--- src/rtl/xgmii_rx_pkg.sv ---
//////////////////////////////
// XGMII and Ethernet constants, lane counts
// and the receive state type
//////////////////////////////

package xgmii_rx_pkg;

    // XGMII control characters, valid only on lanes whose control flag is set
    localparam logic [7:0] XGMII_IDLE  = 8'h07;
    localparam logic [7:0] XGMII_START = 8'hfb;
    localparam logic [7:0] XGMII_END   = 8'hfd;

    // seven preamble bytes followed by the SFD, lane 0 in the low byte
    // the start character replaces lane 0 on the wire, so only the upper
    // seven bytes are ever compared
    localparam logic [63:0] ETH_PREAMBLE = 64'hd555_5555_5555_5555;

    // one bus word carries eight byte lanes
    localparam int LANES = 8;

    // a shifted frame is built from two half-words of four lanes each
    localparam int HALF_LANES = 4;

    // receive states of the framer
    // shifted preamble lasts exactly one word, while the second half of
    // the preamble is still on the lower lanes of the bus
    typedef enum logic [1:0] {
        RX_IDLE,
        RX_SHIFTED_PREAMBLE,
        RX_UNSHIFTED,
        RX_SHIFTED
    } rx_state_t;

endpackage

--- src/rtl/xgmii_word_if.sv ---
//////////////////////////////
// registered XGMII word with its end-of-frame masks
//////////////////////////////

interface xgmii_word_if;

    // bus word one cycle after the pins
    logic [xgmii_rx_pkg::LANES*8-1:0] data;
    logic [xgmii_rx_pkg::LANES-1:0]   ctrl;

    // one bit per lane in front of the first end character of that word
    logic [xgmii_rx_pkg::LANES-1:0] keep;

    // upper half of the word received before data, needed to rebuild beats
    // of a frame that started on lane 4
    logic [xgmii_rx_pkg::HALF_LANES*8-1:0] prev_data;
    logic [xgmii_rx_pkg::HALF_LANES-1:0]   prev_ctrl;
    logic [xgmii_rx_pkg::HALF_LANES-1:0]   prev_keep;

    // the word still at the pins opens with an end character
    logic next_end;

    modport decode (
        output data,
        output ctrl,
        output keep,
        output prev_data,
        output prev_ctrl,
        output prev_keep,
        output next_end
    );

    modport framer (
        input data,
        input ctrl,
        input keep,
        input prev_data,
        input prev_ctrl,
        input prev_keep,
        input next_end
    );

endinterface

--- src/rtl/xgmii_rx_decode.sv ---
//////////////////////////////
// XGMII input register, end-of-frame keep mask
// and lookahead on the next word
//////////////////////////////

module xgmii_rx_decode (
    input  logic                             clk,
    input  logic                             rst,
    input  logic [xgmii_rx_pkg::LANES*8-1:0] xgmii_data,
    input  logic [xgmii_rx_pkg::LANES-1:0]   xgmii_ctrl,
    xgmii_word_if.decode                     word
);

    localparam int LANES = xgmii_rx_pkg::LANES;
    localparam int HALF_LANES = xgmii_rx_pkg::HALF_LANES;

    // keep mask of the word at the pins, registered together with it
    logic [LANES-1:0] keep_scan;

    // registered word, feeding both the interface and the half-word store
    logic [LANES*8-1:0] data_q;
    logic [LANES-1:0]   ctrl_q;
    logic [LANES-1:0]   keep_q;

    // the mask stays open from lane 0 upward until the first end character
    // and every lane from there on is cleared
    // the scan runs on the unregistered word so that the register after it
    // cuts the chain of lanes away from the framer logic
    always_comb begin : end_scan
        logic open;
        open = 1'b1;
        for (int i = 0; i < LANES; i++) begin
            if (xgmii_ctrl[i] && (xgmii_data[i*8 +: 8] == xgmii_rx_pkg::XGMII_END)) begin
                open = 1'b0;
            end
            keep_scan[i] = open;
        end
    end

    // plain pipeline register, the word only carries payload and flags
    always_ff @(posedge clk) begin
        data_q <= xgmii_data;
        ctrl_q <= xgmii_ctrl;
        keep_q <= keep_scan;
    end

    // upper half of the word before data_q
    // after reset it looks like an idle half-word with no frame in it, so a
    // shifted start seen right out of reset compares against idle characters
    always_ff @(posedge clk) begin
        if (rst) begin
            word.prev_data <= {HALF_LANES{xgmii_rx_pkg::XGMII_IDLE}};
            word.prev_ctrl <= '1;
            word.prev_keep <= '0;
        end else begin
            word.prev_data <= data_q[LANES*8-1:HALF_LANES*8];
            word.prev_ctrl <= ctrl_q[LANES-1:HALF_LANES];
            word.prev_keep <= keep_q[LANES-1:HALF_LANES];
        end
    end

    assign word.data = data_q;
    assign word.ctrl = ctrl_q;
    assign word.keep = keep_q;

    // lookahead: an end character on lane 0 of the next word means the
    // current full word is already the last beat of the frame
    // without this the framer would have to send a beat with no bytes kept
    assign word.next_end = xgmii_ctrl[0]
        && (xgmii_data[7:0] == xgmii_rx_pkg::XGMII_END);

endmodule

--- src/rtl/xgmii_rx_framer.sv ---
//////////////////////////////
// receive FSM, preamble check, shifted alignment
// and AXI4-Stream beat output
//////////////////////////////

module xgmii_rx_framer (
    input  logic                             clk,
    input  logic                             rst,
    xgmii_word_if.framer                     word,
    input  logic                             axis_tready,
    output logic                             axis_tvalid,
    output logic [xgmii_rx_pkg::LANES*8-1:0] axis_tdata,
    output logic [xgmii_rx_pkg::LANES-1:0]   axis_tkeep,
    output logic                             axis_tlast,
    output logic                             error_ready,
    output logic                             error_preamble,
    output logic                             error_xgmii
);

    localparam int LANES = xgmii_rx_pkg::LANES;
    localparam int HALF_LANES = xgmii_rx_pkg::HALF_LANES;

    xgmii_rx_pkg::rx_state_t state, state_next;

    // set for one word after a frame that was closed by the lookahead, the
    // end character then still sits on lane 0 of the word seen in idle
    logic tolerate_end, tolerate_end_next;

    // next values of the registered outputs
    logic               beat_valid;
    logic               beat_last;
    logic [LANES-1:0]   beat_keep;
    logic [LANES*8-1:0] beat_data;
    logic               err_ready_next;
    logic               err_preamble_next;
    logic               err_xgmii_next;

    // decoded lane conditions of the current word
    logic start_lane0;
    logic start_lane4;
    logic end_lane4;
    logic preamble_ok;
    logic shifted_preamble_ok;
    logic lower_idle;
    logic upper_idle;

    assign start_lane0 = word.ctrl[0] && (word.data[7:0] == xgmii_rx_pkg::XGMII_START);
    assign start_lane4 = word.ctrl[HALF_LANES]
        && (word.data[HALF_LANES*8 +: 8] == xgmii_rx_pkg::XGMII_START);
    assign end_lane4 = word.ctrl[HALF_LANES]
        && (word.data[HALF_LANES*8 +: 8] == xgmii_rx_pkg::XGMII_END);

    // whole preamble and SFD in lanes 1 to 7, all of them data lanes
    assign preamble_ok = (word.ctrl[LANES-1:1] == '0)
        && (word.data[LANES*8-1:8] == xgmii_rx_pkg::ETH_PREAMBLE[63:8]);

    // preamble split across words, three bytes in the previous upper half
    // behind the start character and four in the current lower half
    assign shifted_preamble_ok = ({word.ctrl[HALF_LANES-1:0], word.prev_ctrl[HALF_LANES-1:1]} == '0)
        && ({word.data[HALF_LANES*8-1:0], word.prev_data[HALF_LANES*8-1:8]}
            == xgmii_rx_pkg::ETH_PREAMBLE[63:8]);

    assign lower_idle = (word.ctrl[HALF_LANES-1:0] == '1)
        && (word.data[HALF_LANES*8-1:0] == {HALF_LANES{xgmii_rx_pkg::XGMII_IDLE}});

    // lanes 1 to 7 idle, lane 0 is judged on its own in the idle state
    assign upper_idle = (word.ctrl == '1)
        && (word.data[LANES*8-1:8] == {(LANES-1){xgmii_rx_pkg::XGMII_IDLE}});

    always_comb begin
        state_next = state;
        tolerate_end_next = 1'b0;
        beat_valid = 1'b0;
        beat_last = 1'b0;
        beat_keep = '1;
        beat_data = word.data;
        err_ready_next = 1'b0;
        err_preamble_next = 1'b0;
        err_xgmii_next = 1'b0;

        case (state)
            xgmii_rx_pkg::RX_IDLE: begin
                if (start_lane0) begin
                    // a broken preamble leaves the FSM in idle, the frame body
                    // then shows up as bus errors which are expected here
                    if (preamble_ok) begin
                        state_next = xgmii_rx_pkg::RX_UNSHIFTED;
                    end else begin
                        err_preamble_next = 1'b1;
                    end
                end else if (start_lane4) begin
                    // the gap before a frame is long enough that the lower
                    // half must hold nothing but idle characters
                    if (!lower_idle) begin
                        err_xgmii_next = 1'b1;
                    end
                    state_next = xgmii_rx_pkg::RX_SHIFTED_PREAMBLE;
                end else if (!upper_idle) begin
                    err_xgmii_next = 1'b1;
                end else if (tolerate_end) begin
                    if (word.data[7:0] != xgmii_rx_pkg::XGMII_END) begin
                        err_xgmii_next = 1'b1;
                    end
                end else if (word.data[7:0] != xgmii_rx_pkg::XGMII_IDLE) begin
                    err_xgmii_next = 1'b1;
                end
            end

            xgmii_rx_pkg::RX_SHIFTED_PREAMBLE: begin
                // the upper half of this word is the first payload half-word,
                // an end on lane 4 means a frame without any bytes
                if (!shifted_preamble_ok || end_lane4) begin
                    err_preamble_next = 1'b1;
                    state_next = xgmii_rx_pkg::RX_IDLE;
                end else begin
                    state_next = xgmii_rx_pkg::RX_SHIFTED;
                end
            end

            xgmii_rx_pkg::RX_UNSHIFTED: begin
                if (word.keep == '0) begin
                    // end directly after the preamble, there is nothing to send
                    err_preamble_next = 1'b1;
                    state_next = xgmii_rx_pkg::RX_IDLE;
                end else begin
                    beat_valid = 1'b1;
                    err_ready_next = !axis_tready;
                    if (word.keep != '1) begin
                        beat_last = 1'b1;
                        beat_keep = word.keep;
                        state_next = xgmii_rx_pkg::RX_IDLE;
                    end else if (word.next_end) begin
                        beat_last = 1'b1;
                        tolerate_end_next = 1'b1;
                        state_next = xgmii_rx_pkg::RX_IDLE;
                    end
                    // a control flag on a kept lane is a corrupted frame body
                    if ((word.ctrl & word.keep) != '0) begin
                        err_xgmii_next = 1'b1;
                        beat_last = 1'b1;
                        state_next = xgmii_rx_pkg::RX_IDLE;
                    end
                end
            end

            xgmii_rx_pkg::RX_SHIFTED: begin
                beat_valid = 1'b1;
                beat_data = {word.data[HALF_LANES*8-1:0], word.prev_data};
                err_ready_next = !axis_tready;
                // the two masks come from different bus words, so the lower
                // mask can be full again after the previous half has ended
                // and the previous half is therefore tested first
                if (word.prev_keep != '1) begin
                    beat_last = 1'b1;
                    beat_keep = {{HALF_LANES{1'b0}}, word.prev_keep};
                    state_next = xgmii_rx_pkg::RX_IDLE;
                end else if (word.keep[HALF_LANES-1:0] != '1) begin
                    beat_last = 1'b1;
                    beat_keep = {word.keep[HALF_LANES-1:0], {HALF_LANES{1'b1}}};
                    state_next = xgmii_rx_pkg::RX_IDLE;
                end else if (end_lane4) begin
                    // the following shifted beat would open with the end
                    // character, so this full beat closes the frame
                    beat_last = 1'b1;
                    state_next = xgmii_rx_pkg::RX_IDLE;
                end
                if (((word.prev_ctrl & word.prev_keep) != '0)
                        || ((word.prev_keep == '1)
                            && ((word.ctrl[HALF_LANES-1:0] & word.keep[HALF_LANES-1:0]) != '0))) begin
                    err_xgmii_next = 1'b1;
                    beat_last = 1'b1;
                    state_next = xgmii_rx_pkg::RX_IDLE;
                end
            end

            default: begin
                state_next = xgmii_rx_pkg::RX_IDLE;
            end
        endcase
    end

    // control state and single-cycle pulses
    always_ff @(posedge clk) begin
        if (rst) begin
            state <= xgmii_rx_pkg::RX_IDLE;
            tolerate_end <= 1'b0;
            axis_tvalid <= 1'b0;
            axis_tlast <= 1'b0;
            error_ready <= 1'b0;
            error_preamble <= 1'b0;
            error_xgmii <= 1'b0;
        end else begin
            state <= state_next;
            tolerate_end <= tolerate_end_next;
            axis_tvalid <= beat_valid;
            axis_tlast <= beat_last;
            error_ready <= err_ready_next;
            error_preamble <= err_preamble_next;
            error_xgmii <= err_xgmii_next;
        end
    end

    // beat payload, only meaningful while axis_tvalid is high
    always_ff @(posedge clk) begin
        if (beat_valid) begin
            axis_tdata <= beat_data;
            axis_tkeep <= beat_keep;
        end
    end

endmodule

--- src/rtl/xgmii_axis_rx.sv ---
//////////////////////////////
// XGMII to AXI4-Stream receive top level
//////////////////////////////

module xgmii_axis_rx (
    input  logic                             clk,
    input  logic                             rst,
    input  logic [xgmii_rx_pkg::LANES*8-1:0] xgmii_data,
    input  logic [xgmii_rx_pkg::LANES-1:0]   xgmii_ctrl,
    input  logic                             axis_tready,
    output logic                             axis_tvalid,
    output logic [xgmii_rx_pkg::LANES*8-1:0] axis_tdata,
    output logic [xgmii_rx_pkg::LANES-1:0]   axis_tkeep,
    output logic                             axis_tlast,
    output logic                             error_ready,
    output logic                             error_preamble,
    output logic                             error_xgmii
);

    // registered word and masks between the two stages
    xgmii_word_if word_bus ();

    // stage one registers the bus word and works out where a frame ends
    xgmii_rx_decode i_decode (
        .clk        (clk),
        .rst        (rst),
        .xgmii_data (xgmii_data),
        .xgmii_ctrl (xgmii_ctrl),
        .word       (word_bus.decode)
    );

    // stage two runs the FSM and drives every output from a register
    xgmii_rx_framer i_framer (
        .clk            (clk),
        .rst            (rst),
        .word           (word_bus.framer),
        .axis_tready    (axis_tready),
        .axis_tvalid    (axis_tvalid),
        .axis_tdata     (axis_tdata),
        .axis_tkeep     (axis_tkeep),
        .axis_tlast     (axis_tlast),
        .error_ready    (error_ready),
        .error_preamble (error_preamble),
        .error_xgmii    (error_xgmii)
    );

endmodule

--- config.mk ---
export PLATFORM = sky130hd
export DESIGN_NAME = xgmii_axis_rx
export DESIGN_NICKNAME = d
export VERILOG_FILES = /design/src/rtl/xgmii_rx_pkg.sv /design/src/rtl/xgmii_word_if.sv /design/src/rtl/xgmii_rx_decode.sv /design/src/rtl/xgmii_rx_framer.sv /design/src/rtl/xgmii_axis_rx.sv
export SDC_FILE = /design/constraint.sdc
export NUM_CORES = 1
export LEC_CHECK = 0
export BUFFER_PORTS_ARGS = -buffer_cell sky130_fd_sc_hd__buf_4
export CAP_MARGIN = 10
export CELL_PAD_IN_SITES_DETAIL_PLACEMENT = 2
export CELL_PAD_IN_SITES_GLOBAL_PLACEMENT = 2
export CORE_UTILIZATION = 39
export CTS_BUF_LIST = sky130_fd_sc_hd__clkbuf_16
export DETAILED_ROUTE_END_ITERATION = 10
export PLACE_DENSITY_LB_ADDON = 0.08
export SLEW_MARGIN = 30
export SYNTH_ARGS = -nofsm -noshare
export SYNTH_HDL_FRONTEND = slang
export SYNTH_HIERARCHICAL = 1
export SYNTH_SLANG_ARGS = --single-unit
--- constraint.sdc ---
create_clock -name clk -period 5.89 [get_ports clk]
set_input_delay 0.8835 -clock clk [delete_from_list [all_inputs] [get_ports clk]]
set_output_delay 0.8835 -clock clk [all_outputs]
set_load 0.02 [all_outputs]
==> PnR_summary.wiki <==
{| class="wikitable"
! Metric !! Value
|-
| Area occupied by multi-input gates || 2140 µm²
|-
| Number of maximum-capacitance constraint violations || 0
|-
| Start point of the worst hold path || i_decode/word.data[58]
|-
| Aggregate negative setup slack || 0 ns
|-
| 1st-iter DRT viols || 253
|-
| Clock slew seen by the registers of the worst setup and hold paths || 0.08 ns
|-
| Hold worst-path end || i_decode/word.prev_data[26]
|-
| Number of synthesized flops with an enable pin || 72
|-
| Critical register-to-register path endpoint || i_framer/state[1]
|-
| Initial antenna violation count || 0
|-
| Detailed Route WL || 21800 µm
|-
| Worst reg-to-reg path cell count || 6
|-
| Initial standard-cell utilization of the core || 0.400
|-
| Total of warnings raised by yosys || 6
|-
| Count of nets after finishing || 730
|-
| Count of input and output buffers || 151
|-
| Reg2Reg Launch Point || i_decode/word.data[10]
|-
| Diode insertion count for antenna repair || 0
|-
| H-tree lvl count || 4
|-
| Synthesized area per cell || 13.9 µm²
|-
| Final Slew Violations || 0
|-
| Pin count of the biggest net entering global routing || 73
|-
| Most used DFF post-synth || dfxtp_1
|-
| Final weighted congestion in routability-driven placement || 0.821
|-
| Worst Setup Path Type || reg2reg
|-
| FFs w/ async S/R, synth || 0
|-
| Required time at the endpoint of the critical path || 6.26 ns
|-
| Postcts setup bufs || 0
|-
| Post-synthesis register bit count || 200
|-
| Netlist Area Pre-Place || 6920 µm²
|-
| Share of synthesized area occupied by flip-flops and latches || 0.683
|-
| P&R area growth vs syn || 29.1%
|-
| Filler cell count || 1688
|-
| Count of cells along the worst hold path || 1
|-
| Library cells used by synthesis || 45
|-
| Routed length on met1 || 9660 µm
|-
| Final critical path time including I/O delays and setup || 2.44 ns
|-
| Kind of capture point of the worst setup path || flip-flop
|-
| Total design power || 3.53 mW
|-
| Post-Syn Nets || 571
|-
| Routed vias/inst || 5.39
|-
| Reported leakage power || 3.41 nW
|-
| Number of sinks handled by clock tree synthesis || 200
|-
| Register area || 4720 µm²
|-
| CP Data Arrival Time || 2.81 ns
|-
| Die extent in x || 135 µm
|-
| Number of failing setup endpoints in the final timing report || 0
|-
| Worst Hold Class || reg2reg
|-
| Via count of the first global-routing pass || 5145
|-
| Post-route ant nets || 0
|-
| Share of layout cells above drive strength 1 || 0.416
|-
| Post-Route Skew || 0.0176 ns
|-
| Post-Route Utilization || 0.516
|-
| Core region area || 17300 µm²
|-
| Number of standard cells after synthesis || 496
|-
| Cell row count || 48
|-
| Clk root buf || clkbuf_16
|-
| Aggregate global routing overflow || 0
|-
| Number of buffers inserted during clock tree synthesis || 17
|-
| Boundary pin count || 152
|-
| Bufs on Longest Clock Path || 2
|-
| Global-route wire length before repair || 32000 µm
|-
| Routed length on met3 || 934 µm
|-
| Via total after detailed routing || 4816
|-
| Final count of hold timing violations || 0
|-
| # hold bufs at CTS || 0
|-
| Maximum operating frequency || 409 MHz
|-
| DRC violation count after routing || 0
|-
| Unrepaired setup endpoints after global routing || false
|-
| Largest driver fanout on the critical path || 3
|-
| Worst VDD drop || 0.000196 V
|-
| Worst setup SP type || flip-flop
|-
| Outcome || finished, final reports clean
|-
| Number of instances resized during post-cts repair || 0
|-
| Top sig layer || met4
|-
| Pin slew with the least headroom to its limit || 0.820 ns
|-
| Headroom to the max-slew limit || 0.448
|-
| Final worst-path cycle share || 0.415
|-
| Die extent in y || 135 µm
|-
| Total power density per cell area || 395 nW/µm²
|-
| Combined global-route utilization of all metal layers || 0.245
|-
| Die Footprint || 18300 µm²
|-
| R2R Setup Slk || 3.45 ns
|-
| Clock tree from TritonCTS || yes
|-
| HPWL after detailed placement || 15800 µm
|-
| Source-to-sink clock delay at the later pin of the worst-skew pair || 0.44 ns
|-
| Wire length on met2 || 10800 µm
|-
| First-pass iteration count of the detailed router || 4
|-
| Post-detailed-route wirelength per cell || 24.4 µm
|}
worst max-delay path: stages, from the launching register on:
cell	delay [ns]
dfxtp_1	0.37
nor4bb_1	0.50
nand4_1	0.29
nor4_4	0.43
a31oi_1	0.18
nor4_2	0.39
o32a_2	0.23
layout make-up:
class                   instances  area share
flip-flops and latches        200       0.529
multi-input cells             281       0.240
repair buffers                153       0.130
clock buffers                  17      0.0476
well taps                     225      0.0315
clock inverters                15      0.0205
inverters                       2    0.000841
cells in the mapped netlist, drive strengths merged, types with 3 or more instances:
| cell | count | area share |
|---|---|---|
| dfxtp | 128 | 0.37 |
| edfxtp | 72 | 0.31 |
| mux2 | 64 | 0.10 |
| nor2b | 32 | 0.029 |
| nand2 | 27 | 0.015 |
| nand4 | 22 | 0.021 |
| nor4 | 18 | 0.023 |
| nor2 | 16 | 0.0087 |
| or2 | 16 | 0.014 |
| clkbuf | 13 | 0.0071 |
| nor3 | 12 | 0.0094 |
| a21oi | 8 | 0.0058 |
| nand3 | 8 | 0.0058 |
| nor4bb | 8 | 0.012 |
| nor4b | 5 | 0.0063 |
| o21a | 4 | 0.0043 |
| o22a | 4 | 0.0051 |
| or4b | 4 | 0.0063 |
| nand3b | 3 | 0.0033 |
| nand4b | 3 | 0.0038 |
metal layers:
metal,up-vias,GRT usage
met4,0,0.0893
li1,2176,-
met5,-,0
met2,138,0.404
met3,26,0.0471
met1,2476,0.319
kinds of logic (layout without fill, tap and decap cells):
logic type / count (synthesis) / in the layout / synth area share
flops: 200 / 200 / 0.683
mux: 64 / 64 / 0.104
simple gates: 187 / 187 / 0.173
compound gates: 30 / 30 / 0.0311
buf+inv: 15 / 187 / 0.00814
how the worst max path moves through the flow:
stage | to | slack (ns) | cells past startpoint | start
after CTS | i_framer/state[1] | 3.48 | 6 | i_decode/word.data[10]
final | i_framer/state[1] | 3.45 | 6 | i_decode/word.data[10]
after global routing | i_framer/state[1] | 3.35 | 6 | i_decode/word.data[10]
after detailed placement | i_framer/state[1] | 3.39 | 8 | xgmii_data[6]
after global placement | i_framer/state[1] | 3.50 | 8 | xgmii_data[6]
after floorplan | i_framer/axis_tdata[0] | 3.11 | 2 | i_framer/state[0]
cell usage in the layout, fill, tap and decap left out, drive strengths merged, types with 3 or more instances in the layout:
cell type / Yosys / final
nor3: 12 / 12
clkinv: 0 / 3
a21oi: 8 / 8
o22a: 4 / 4
buf: 0 / 153
nand3: 8 / 8
nand3b: 3 / 3
nor4b: 5 / 5
or4b: 4 / 4
edfxtp: 72 / 72
nand2: 27 / 27
nor2b: 32 / 32
nand4b: 3 / 3
mux2: 64 / 64
o21a: 4 / 4
nor2: 16 / 16
nor4bb: 8 / 8
clkbuf: 13 / 17
nand4: 22 / 22
dfxtp: 128 / 128
nor4: 18 / 18
or2: 16 / 16
inv: 2 / 11
state kept, by name, indices dropped and copies added, names as in the netlist, 2 cells and up:
signal,flops
i_framer/axis_tdata,64
i_decode/word.ctrl,8
i_decode/word.data,64
i_decode/word.prev_data,32
i_framer/state,2
i_decode/word.prev_ctrl,4
i_decode/word.prev_keep,4
i_decode/word.keep,8
i_framer/axis_tkeep,8
where the power goes:
group / internal (mW) / leakage, nW / switching [mW]
clock network: 0.646 / 0.299 / 0.557
logic: 0.243 / 1.41 / 0.343
registers: 1.63 / 1.71 / 0.104
stage by stage:
step	instance area (µm²)	worst slack, ns	hold slack, ns	std cells
after detailed placement	8320	3.39	0.463	861
after CTS	8930	3.48	0.492	893
after floorplan	6920	3.11	0.423	496
after global placement	8300	3.50	0.449	860
after global routing	8930	3.35	0.499	893
final	8930	3.45	0.490	893
Power figures use the tool's default switching activity.
